[config.mk]
export PLATFORM = sky130hd
export DESIGN_NAME = audio_codec_top
export DESIGN_NICKNAME = d
export VERILOG_FILES = /design/src/audio_pkg.sv /design/src/i2s_bus_if.sv /design/src/audio_codec_top.sv /design/src/i2s_clock_gen.sv /design/src/i2s_shift_in.sv /design/src/i2s_shift_out.sv /design/src/key_debounce.sv
export SDC_FILE = /design/constraint.sdc
export NUM_CORES = 1
export LEC_CHECK = 0
export BUFFER_PORTS_ARGS = -buffer_cell sky130_fd_sc_hd__buf_4
export CAP_MARGIN = 20
export CORE_MARGIN = 4
export CORE_UTILIZATION = 45
export DETAILED_ROUTE_END_ITERATION = 10
export PLACE_DENSITY = 0.66
export REMOVE_ABC_BUFFERS = 1
export SLEW_MARGIN = 20
export SYNTH_ARGS = -nofsm -noshare
export SYNTH_HDL_FRONTEND = slang
export SYNTH_HIERARCHICAL = 1
export SYNTH_SLANG_ARGS = --single-unit
[constraint.sdc]
create_clock -name clk -period 13.19 [get_ports clk]
set_clock_uncertainty 0.1 [all_clocks]
set_input_delay 1.319 -clock clk [delete_from_list [all_inputs] [get_ports clk]]
set_output_delay 1.319 -clock clk [all_outputs]
set_load 0.01 [all_outputs]
[src/audio_pkg.sv]
// audio path shared definitions: sample widths, sample type and playback source select
`default_nettype none

package audio_pkg;

    // ====================
    // sample format
    // ====================

    // bits per channel sample
    parameter int SAMPLE_BITS = 32;

    // one frame carries left then right
    parameter int FRAME_BITS = 2 * SAMPLE_BITS;

    typedef logic [SAMPLE_BITS-1:0] sample_t;

    // ====================
    // keys and sources
    // ====================

    parameter int NUM_KEYS = 4;  // push buttons on the board

    // playback source, matches the one bit switch at the top level
    typedef enum logic
    {
        SRC_FIFO  = 1'b0,  // playback fifo
        SRC_SYNTH = 1'b1   // synthesizer output
    } audio_src_e;

endpackage

`default_nettype wire

[src/i2s_bus_if.sv]
// i2s timing bus from the clock generator to the serializer and deserializer
`timescale 1ns/1ps
`default_nettype none

interface i2s_bus_if;

    logic bclk;         // bit clock, as driven to the pin
    logic bclk_rise;    // one clk strobe with the rising bclk edge
    logic bclk_fall;    // one clk strobe with the falling bclk edge
    logic lrclk;        // word clock, low = left
    logic frame_start;  // falling edge strobe where lrclk drops

    modport gen
    (
        output bclk,
        output bclk_rise,
        output bclk_fall,
        output lrclk,
        output frame_start
    );

    modport shift
    (
        input bclk,
        input bclk_rise,
        input bclk_fall,
        input lrclk,
        input frame_start
    );

endinterface

`default_nettype wire

[src/audio_codec_top.sv]
// audio codec top level, i2s playback and capture path with key debounce
`timescale 1ns/1ps
`default_nettype none

module audio_codec_top
#(
    parameter int BCLK_DIV         = 8,
    parameter int DEBOUNCE_TIMEOUT = 50000,
    parameter int TIMEOUT_WIDTH    = 16
)
(
    input  logic                           clk,
    input  logic                           rst,
    input  logic [audio_pkg::NUM_KEYS-1:0] key,
    output logic [audio_pkg::NUM_KEYS-1:0] key_state,
    input  logic                           src_sel,      // 1 = synthesizer
    input  logic                           play_enable,
    input  audio_pkg::sample_t             play_left,
    input  audio_pkg::sample_t             play_right,
    input  logic                           play_ready,
    output logic                           play_ack,
    input  audio_pkg::sample_t             synth_left,
    input  audio_pkg::sample_t             synth_right,
    input  logic                           cap_enable,
    input  logic                           cap_ready,
    output audio_pkg::sample_t             cap_left,
    output audio_pkg::sample_t             cap_right,
    output logic                           cap_write,
    output logic                           aud_bclk,
    output logic                           aud_lrclk,
    output logic                           aud_dacdat,
    input  logic                           aud_adcdat
);

    i2s_bus_if i2s_bus ();

    audio_pkg::audio_src_e play_src;

    assign play_src  = audio_pkg::audio_src_e'(src_sel);
    assign aud_bclk  = i2s_bus.bclk;
    assign aud_lrclk = i2s_bus.lrclk;  // shared by dac and adc

    // ====================
    // i2s path
    // ====================
    i2s_clock_gen #(.BCLK_DIV(BCLK_DIV)) i2s_clock_gen_inst
    (
        .clk         (clk),
        .rst         (rst),
        .bus         (i2s_bus)
    );

    i2s_shift_out i2s_shift_out_inst
    (
        .clk         (clk),
        .rst         (rst),
        .bus         (i2s_bus),
        .enable      (play_enable),
        .src_sel     (play_src),
        .fifo_left   (play_left),
        .fifo_right  (play_right),
        .fifo_ready  (play_ready),
        .fifo_ack    (play_ack),
        .synth_left  (synth_left),
        .synth_right (synth_right),
        .data_out    (aud_dacdat)
    );

    i2s_shift_in i2s_shift_in_inst
    (
        .clk         (clk),
        .rst         (rst),
        .bus         (i2s_bus),
        .enable      (cap_enable),
        .fifo_ready  (cap_ready),
        .data_in     (aud_adcdat),
        .fifo_left   (cap_left),
        .fifo_right  (cap_right),
        .fifo_write  (cap_write)
    );

    // buttons, beside the audio path
    key_debounce
    #(
        .DEBOUNCE_TIMEOUT (DEBOUNCE_TIMEOUT),
        .TIMEOUT_WIDTH    (TIMEOUT_WIDTH)
    ) key_debounce_inst
    (
        .clk         (clk),
        .rst         (rst),
        .key         (key),
        .key_state   (key_state)
    );

endmodule

`default_nettype wire

[src/i2s_clock_gen.sv]
// i2s clock generator, divides clk down to bit clock, word clock and frame strobes
`timescale 1ns/1ps
`default_nettype none

module i2s_clock_gen
#(
    parameter int BCLK_DIV = 8  // clk cycles per bclk half period
)
(
    input  logic      clk,
    input  logic      rst,
    i2s_bus_if.gen    bus
);

    localparam int DIV_W = (BCLK_DIV > 1) ? $clog2(BCLK_DIV) : 1;
    localparam int BIT_W = $clog2(audio_pkg::SAMPLE_BITS);

    logic [DIV_W-1:0] div_cnt;
    logic [BIT_W-1:0] bit_cnt;  // bit slot inside the current channel
    logic             div_wrap;

    assign div_wrap = (div_cnt == DIV_W'(BCLK_DIV - 1));

    always_ff @(posedge clk)
    begin
        if (rst)
        begin
            div_cnt         <= '0;
            bit_cnt         <= BIT_W'(audio_pkg::SAMPLE_BITS - 1);  // first fall opens left
            bus.bclk        <= 1'b0;
            bus.lrclk       <= 1'b1;
            bus.bclk_rise   <= 1'b0;
            bus.bclk_fall   <= 1'b0;
            bus.frame_start <= 1'b0;
        end
        else
        begin
            bus.bclk_rise   <= 1'b0;
            bus.bclk_fall   <= 1'b0;
            bus.frame_start <= 1'b0;
            if (div_wrap)
            begin
                div_cnt  <= '0;
                bus.bclk <= ~bus.bclk;
                if (!bus.bclk)
                    bus.bclk_rise <= 1'b1;
                else
                begin
                    bus.bclk_fall <= 1'b1;
                    // word clock only moves on a falling edge
                    if (bit_cnt == BIT_W'(audio_pkg::SAMPLE_BITS - 1))
                    begin
                        bit_cnt         <= '0;
                        bus.lrclk       <= ~bus.lrclk;
                        bus.frame_start <= bus.lrclk;  // high to low starts a frame
                    end
                    else
                        bit_cnt <= bit_cnt + 1'b1;
                end
            end
            else
                div_cnt <= div_cnt + 1'b1;
        end
    end

endmodule

`default_nettype wire

[src/i2s_shift_in.sv]
// i2s capture deserializer, assembles a stereo pair and writes it when the fifo has room
`timescale 1ns/1ps
`default_nettype none

module i2s_shift_in
(
    input  logic               clk,
    input  logic               rst,
    i2s_bus_if.shift           bus,
    input  logic               enable,
    input  logic               fifo_ready,
    input  logic               data_in,
    output audio_pkg::sample_t fifo_left,
    output audio_pkg::sample_t fifo_right,
    output logic               fifo_write
);

    localparam int FRAME_BITS  = audio_pkg::FRAME_BITS;
    localparam int SAMPLE_BITS = audio_pkg::SAMPLE_BITS;
    localparam int CNT_W       = $clog2(FRAME_BITS);

    logic [FRAME_BITS-1:0] shift_reg;
    logic [CNT_W-1:0]      bit_cnt;     // rises since the last frame_start
    logic                  primed;      // a whole frame has been shifted in
    logic                  frame_done;

    // with the one bit delay the first rise of a frame is the old right lsb
    assign frame_done = bus.bclk_rise && primed && (bit_cnt == '0);

    // ====================
    // bit counting
    // ====================
    always_ff @(posedge clk)
    begin
        if (rst)
        begin
            bit_cnt    <= '0;
            primed     <= 1'b0;
            fifo_write <= 1'b0;
        end
        else
        begin
            if (bus.frame_start)
                bit_cnt <= '0;
            else if (bus.bclk_rise)
                bit_cnt <= bit_cnt + 1'b1;

            if (bus.bclk_rise && bit_cnt == CNT_W'(FRAME_BITS - 1))
                primed <= 1'b1;

            fifo_write <= frame_done && enable && fifo_ready;  // else the frame is dropped
        end
    end

    // ====================
    // data path
    // ====================
    always_ff @(posedge clk)
    begin
        if (bus.bclk_rise)
            shift_reg <= {shift_reg[FRAME_BITS-2:0], data_in};

        // pair held until the next accepted frame
        if (frame_done && enable && fifo_ready)
        begin
            fifo_left  <= shift_reg[FRAME_BITS-2 -: SAMPLE_BITS];
            fifo_right <= {shift_reg[SAMPLE_BITS-2:0], data_in};
        end
    end

endmodule

`default_nettype wire

[src/i2s_shift_out.sv]
// i2s playback serializer, loads one stereo pair per frame and shifts it out msb first
`timescale 1ns/1ps
`default_nettype none

module i2s_shift_out
(
    input  logic                  clk,
    input  logic                  rst,
    i2s_bus_if.shift              bus,
    input  logic                  enable,
    input  audio_pkg::audio_src_e src_sel,
    input  audio_pkg::sample_t    fifo_left,
    input  audio_pkg::sample_t    fifo_right,
    input  logic                  fifo_ready,
    output logic                  fifo_ack,
    input  audio_pkg::sample_t    synth_left,
    input  audio_pkg::sample_t    synth_right,
    output logic                  data_out
);

    localparam int FRAME_BITS = audio_pkg::FRAME_BITS;

    logic [FRAME_BITS-1:0] shift_reg;  // left in the upper half
    logic [FRAME_BITS-1:0] load_pair;
    logic                  fifo_take;

    // ====================
    // source select
    // ====================

    // fifo word is consumed only when it is really there
    assign fifo_take = enable && (src_sel == audio_pkg::SRC_FIFO) && fifo_ready;

    // ack lines up with the load edge
    assign fifo_ack = bus.frame_start && fifo_take;

    always_comb
    begin
        if (!enable)
            load_pair = '0;  // playback off, send silence
        else if (src_sel == audio_pkg::SRC_SYNTH)
            load_pair = {synth_left, synth_right};
        else if (fifo_ready)
            load_pair = {fifo_left, fifo_right};
        else
            load_pair = '0;  // underflow
    end

    // ====================
    // serial output
    // ====================

    // The frame_start fall still carries the previous right LSB, which gives
    // the one bit delay; the new left MSB goes out on the following fall.
    always_ff @(posedge clk)
    begin
        if (rst)
        begin
            shift_reg <= '0;
            data_out  <= 1'b0;
        end
        else if (bus.bclk_fall)
        begin
            data_out <= shift_reg[FRAME_BITS-1];
            if (bus.frame_start)
                shift_reg <= load_pair;
            else
                shift_reg <= {shift_reg[FRAME_BITS-2:0], 1'b0};  // msb first
        end
    end

endmodule

`default_nettype wire

[src/key_debounce.sv]
// push-button debouncer, active low pins to active high stable key state
`timescale 1ns/1ps
`default_nettype none

module key_debounce
#(
    parameter int DEBOUNCE_TIMEOUT = 50000,  // clks of stable level
    parameter int TIMEOUT_WIDTH    = 16
)
(
    input  logic                          clk,
    input  logic                          rst,
    input  logic [audio_pkg::NUM_KEYS-1:0] key,
    output logic [audio_pkg::NUM_KEYS-1:0] key_state
);

    localparam int NUM_KEYS = audio_pkg::NUM_KEYS;

    logic [NUM_KEYS-1:0]      key_meta;
    logic [NUM_KEYS-1:0]      key_sync;
    logic [NUM_KEYS-1:0]      key_last;
    logic [TIMEOUT_WIDTH-1:0] stable_cnt [NUM_KEYS];

    always_ff @(posedge clk)
    begin
        if (rst)
        begin
            key_meta  <= '1;  // released
            key_sync  <= '1;
            key_last  <= '1;
            key_state <= '0;
            for (int i = 0; i < NUM_KEYS; i++)
                stable_cnt[i] <= '0;
        end
        else
        begin
            key_meta <= key;  // two stage synchronizer
            key_sync <= key_meta;
            for (int i = 0; i < NUM_KEYS; i++)
            begin
                if (key_sync[i] != key_last[i])
                begin
                    key_last[i]   <= key_sync[i];
                    stable_cnt[i] <= '0;  // bounce, start over
                end
                else if (stable_cnt[i] != TIMEOUT_WIDTH'(DEBOUNCE_TIMEOUT))
                    stable_cnt[i] <= stable_cnt[i] + 1'b1;
                else
                    key_state[i] <= ~key_last[i];
            end
        end
    end

endmodule

`default_nettype wire

# Word level (Yosys, flattened, before mapping)
# Memory sizes are Yosys's and may differ from the RTL's.
# Index checks and enable logic that the tools add are counted.
totals:
  ram_bits: 64
  inputBits: 140
  regBits: 229
  word_cells: 133
  n_memories: 1
memory_table:
  columns: ["memory", "depth", "word_bits", "read_ports", "rd_clocked_by_memory_dff", "wr", "line_no", "text"]
  rows:
  - ["key_debounce_inst.stable_cnt", 4, 16, 4, 0, 4, "key_debounce.sv:22", "logic [TIMEOUT_WIDTH-1:0] stable_cnt [NUM_KEYS];"]
classes:
  n_addsub: 7
  n_reduce_logical: 19
  bitwise_logic: 25
  eq_ne: 11
  n_mux: 45
op_table:
  columns: ["cell", "count"]
  rows:
  - ["2-to-1 mux 64 bit", 4]
  - ["2-to-1 mux 16 bit", 8]
  - ["adder 16 x 1 -> 16 bit, second input constant", 4]
  - ["inequality test 16 bit, second input constant", 4]
  - ["2-to-1 mux 1 bit", 32]
  - ["inverter 1 bit", 17]
  - ["AND reduction 2 bit", 5]
  - ["logical AND 1 bit", 8]
  - ["bitwise OR 1 bit", 8]
  - ["adder 6 x 1 -> 6 bit, second input constant", 1]
  - ["equality test 6 bit, second input constant", 1]
  - ["zero test 6 bit", 1]
  - ["OR reduction 2 bit", 3]
  - ["adder 5 x 1 -> 5 bit, second input constant", 1]
  - ["equality test 5 bit, second input constant", 1]
  - ["2-to-1 mux 5 bit", 1]
  - ["inequality test 1 bit", 4]
  - ["OR reduction 4 bit", 1]
  - ["adder 3 x 1 -> 3 bit, second input constant", 1]
  - ["equality test 3 bit, second input constant", 1]
  - ["AND reduction 3 bit", 1]

# Depth between registers and ports, before layout
logic_depth:
  depth_word: 6
  ltp_mapped: 8
  depth_no_buf: 6

# Cells and area by module
# Netlist, hierarchy kept.
by_module_without_submodules:
  columns: ["module", "area_each_um2", "cells_each", "n_inst", "seq_area_each_um2"]
  rows:
  - ["key_debounce", 4220.3, 404, 1, 2242.2]
  - ["i2s_shift_in", 4172.8, 166, 1, 3973.8]
  - ["i2s_shift_out", 3960.0, 430, 1, 1301.2]
  - ["i2s_clock_gen", 511.7, 46, 1, 260.2]

# Worst setup path before layout
# No wires, ideal clock.
synth_timing:
  path_kind: "register -> register"
  startpoint: "register i2s_clock_gen_inst.bus.bclk_rise"
  endpoint: "register i2s_shift_in_inst.fifo_left[0] (enable)"
  setup_slack_ps: 5677
  setup_time_ps: 578
  path_stages_with_launch: 4
  n_path_buf: 1
  period_less_slack_ps: 7513
  arrival_time_ps: 6835
  cell_sequence: "dfxtp_1 -> buf_4 -> nand4_1 -> nor3b_1"
synth_between:
  elab_chain_len: 4
synth_lines:
  columns: ["item", "line_no", "text"]
  rows:
  - ["from (decl)", "i2s_bus_if.sv:16", "output bclk_rise,"]
  - ["from (signal assigned)", "i2s_clock_gen.sv:32", "bus.bclk_rise <= 1'b0;"]
  - ["from (signal assigned)", "i2s_clock_gen.sv:38", "bus.bclk_rise <= 1'b0;"]
  - ["from (signal assigned)", "i2s_clock_gen.sv:46", "bus.bclk_rise <= 1'b1;"]
  - ["logical AND 1 bit (2 in a row)", "i2s_shift_in.sv:28", "assign frame_done = bus.bclk_rise && primed && (bit_cnt == '0);"]
  - ["logical AND 1 bit (2 in a row)", "i2s_shift_in.sv:64", "if (frame_done && enable && fifo_ready)"]
  - ["to (signal assigned)", "i2s_shift_in.sv:66", "fifo_left <= shift_reg[FRAME_BITS-2 -: SAMPLE_BITS];"]
  - ["to (decl)", "i2s_shift_in.sv:13", "output audio_pkg::sample_t fifo_left,"]
# Every way passes these cells.
# A chain may end at the register's enable or synchronous reset.

# Worst setup path after layout
layout_timing:
  startpoint: "input port src_sel"
  endpoint: "output port play_ack"
layout_between:
  elab_chain_len: 4
layout_lines:
  columns: ["item", "line_no", "text"]
  rows:
  - ["from (decl)", "audio_codec_top.sv:16", "input logic src_sel,"]
  - ["inverter 1 bit", "i2s_shift_out.sv:32", "assign fifo_take = enable && (src_sel == audio_pkg::SRC_FIFO) && fifo_ready;"]
  - ["logical AND 1 bit (2 in a row)", "i2s_shift_out.sv:32", null]
  - ["logical AND 1 bit", "i2s_shift_out.sv:35", "assign fifo_ack = bus.frame_start && fifo_take;"]
  - ["to (decl)", "audio_codec_top.sv:21", "output logic play_ack,"]
# Every way passes these cells.

==> run metrics <==
starting density of the core 45.9%; Detailed Route WL 25800 µm; Crit Path Class in -> out; Leak 5.43 nW; startpoint types primary input; gr ovfl total 0; final hold violations 0; Area contributors post-synth edfxtp_1 (45%), dfxtp_1 (16%), a41oi_2 (7.6%); H-tree depth 1; maxcap violations 0; CP delay by family, top simple AND/OR/NAND/NOR gates; setup ws final 9950 ps; gpl congestion 0.800; cts hold-fix bufs 0; Layout area overhead 22.4%; crit-path cells buf_4, and4b_2, buf_4; fin. max-slew vios 0; Die H 177 µm; die area 31400 µm²; WHS Path Cells 1; CTS Root Cell clkbuf_16; worst hold-check path type reg -> reg; cts repair resizes 0; initial DRC count 425; Fill cells 2376; CP Capture Type primary output; Final nets 1395; share of post-route cells with drive strength above 1 28.3%; Core Region 28000 µm²; 1st-pass router iterations 4; vias in the first global route 8254; Top Ports 213; worst path bufs/invs 2; number of nets still failing antenna checks after routing 0; DP Worst Slack 9770 ps; Hold Path End key_debounce_inst/key_sync[1]; sequential fraction of the synthesis area 60.5%; largest net degree at the start of global routing 70; area share of the largest cell type after synthesis 44.6%; Worst Max-Slew Pin Slew 845 ps; antenna diode count 0; Synth async-reset ratio 0%; yosys synthesis warning count 6; FF-to-FF End i2s_shift_in_inst/fifo_left[3]; port bufs 212; All-Layer GR Usage 16.0%; final setup fails 0; min Tclk post-route 3240 ps; Post-CTS Setup Bufs 0; run status completed; CP peak stage delay 270 ps; Die Wd 177 µm; Critical-path top delay cell and4b_2; DRC 0; post-synth top area cell edfxtp_1; clock tree buffer depth 3; placed instance count 1586; Yosys reg bits 293; Synth Area per Inst 12.3 µm²; clk_lat worst skew 540 ps; EDFF count, synth 191; TritonCTS clock tree built; Setup TNS Final 0 ps; first-pass GRT wire length 41500 µm; Worst EP arrival 1820 ps; Pwr Density 126 nW/µm²; VDD IR max 0.115 mV; ys flop type edfxtp_1; Worst-path clk slew 50 ps; initial antenna violation count 0; Post-Syn Area 12900 µm²; Post-Layout Cell Count 1643; post-DP HPWL 17000 µm; min-delay src key_debounce_inst/key_meta[1]; Crit path required time 11770 ps; Vias 8360; Inserted Clock Buffers 31; FMAX 309 MHz; R2R Path Start i2s_clock_gen_inst/bus.bclk_rise; Crit. path cell count 3; DR vias/cell 5.09; post-synthesis cell count 1046; final worst-path cycle share 24.6%; relative slew slack 43.7%; cell mode on critical path buf_4; worst-path fanout max 2; R2R cell count 4; worst setup path start src_sel; post-synthesis cell type count 55; clk sink count 293; WL/cell 15.7 µm; r2r setup slk 10590 ps; RSZ-0062 raised after global routing false; # rows 61
-- stage by stage --
stage	util [%]	cell area (µm²)	hold WS [ps]	power, mW
final	56.2	15700	305	1.98
after CTS	56.2	15700	309	2.01
after global routing	56.2	15700	325	2.05
after floorplan	-	12500	289	1.01
after global placement	52.2	14600	293	1.06
after detailed placement	52.2	14600	296	1.06
-- worst register-to-register path, delay by kind of cell, from the launching register on --
kind / cells / cell delay, ps
buffers and inverters: 2 / 1260
and+or+nand+nor: 2 / 510
DFF: 1 / 310
-- where the power goes --
part	total, mW	internal (mW)	switching [mW]
sequential	0.978	0.973	0.00519
combinational	0.0580	0.0359	0.0221
clock	0.947	0.605	0.342
total	1.98	1.61	0.369
-- kinds of logic after synthesis --
| logic type | after synthesis | share of synthesized area, % |
|---|---|---|
| xor+xnor | 62 | 4.22 |
| compound gates | 152 | 13.0 |
| simple gates | 438 | 17.1 |
| flops | 293 | 60.5 |
| buf+inv | 83 | 3.59 |
| fa+ha+maj | 14 | 1.36 |
| mux | 4 | 0.311 |
-- worst max path at each step --
stage                                    endpoint  slack, ps
2_1_floorplan      i2s_shift_in_inst/fifo_left[0]       5690
3_3_place_gp   key_debounce_inst/stable_cnt[2][9]       9800
3_5_place_dp   key_debounce_inst/stable_cnt[2][4]       9770
4_1_cts                                  play_ack       9910
5_1_grt                                  play_ack       9840
6_report                                 play_ack       9950
-- cell type report --
type | instances | area, µm² | share of cell area, %
tap | 378 | 473 | 3.00
timing repair buffer | 218 | 1640 | 10.4
clock buffer | 38 | 802 | 5.09
sequential | 293 | 7780 | 49.4
inverter | 27 | 101 | 0.644
clock inverter | 19 | 318 | 2.02
multi-input combinational | 670 | 4630 | 29.4
-- cell usage in the layout (no fill, tap or decap), drive strengths merged, types with 4 or more instances in the layout --
master     n
a41oi     63
nand4bb    4
o21bai    63
nor3      16
ha        14
nor4      18
a21oi      9
nand4     22
nand3     20
mux2i      4
dfxtp    102
or2       12
buf      218
or3        4
edfxtp   191
a211o      4
and3       9
inv       27
clkinv     8
clkbuf    38
bufinv     9
xnor2     43
nor3b      4
nand2    154
nor4b      5
nand2b    68
xor2      19
nand3b     4
nor2      85
-- synth_stat cells (all sizes together), types with 5 or more instances --
| cell | instances |
|---|---|
| a21oi | 9 |
| a41oi | 63 |
| and3 | 9 |
| buf | 25 |
| clkbuf | 31 |
| dfxtp | 102 |
| edfxtp | 191 |
| ha | 14 |
| inv | 27 |
| nand2 | 154 |
| nand2b | 68 |
| nand3 | 20 |
| nand4 | 22 |
| nor2 | 85 |
| nor3 | 16 |
| nor4 | 18 |
| nor4b | 5 |
| o21bai | 63 |
| or2 | 12 |
| xnor2 | 43 |
| xor2 | 19 |
-- metal layers --
layer	vias to the layer above	global-route usage, %	wire length (µm)
li1	4172	-	-
met1	3927	22.1	12100
met2	225	25.1	11200
met3	36	4.72	2120
met4	0	3.42	440
met5	-	0	0
(Power assumes the default switching activity.)
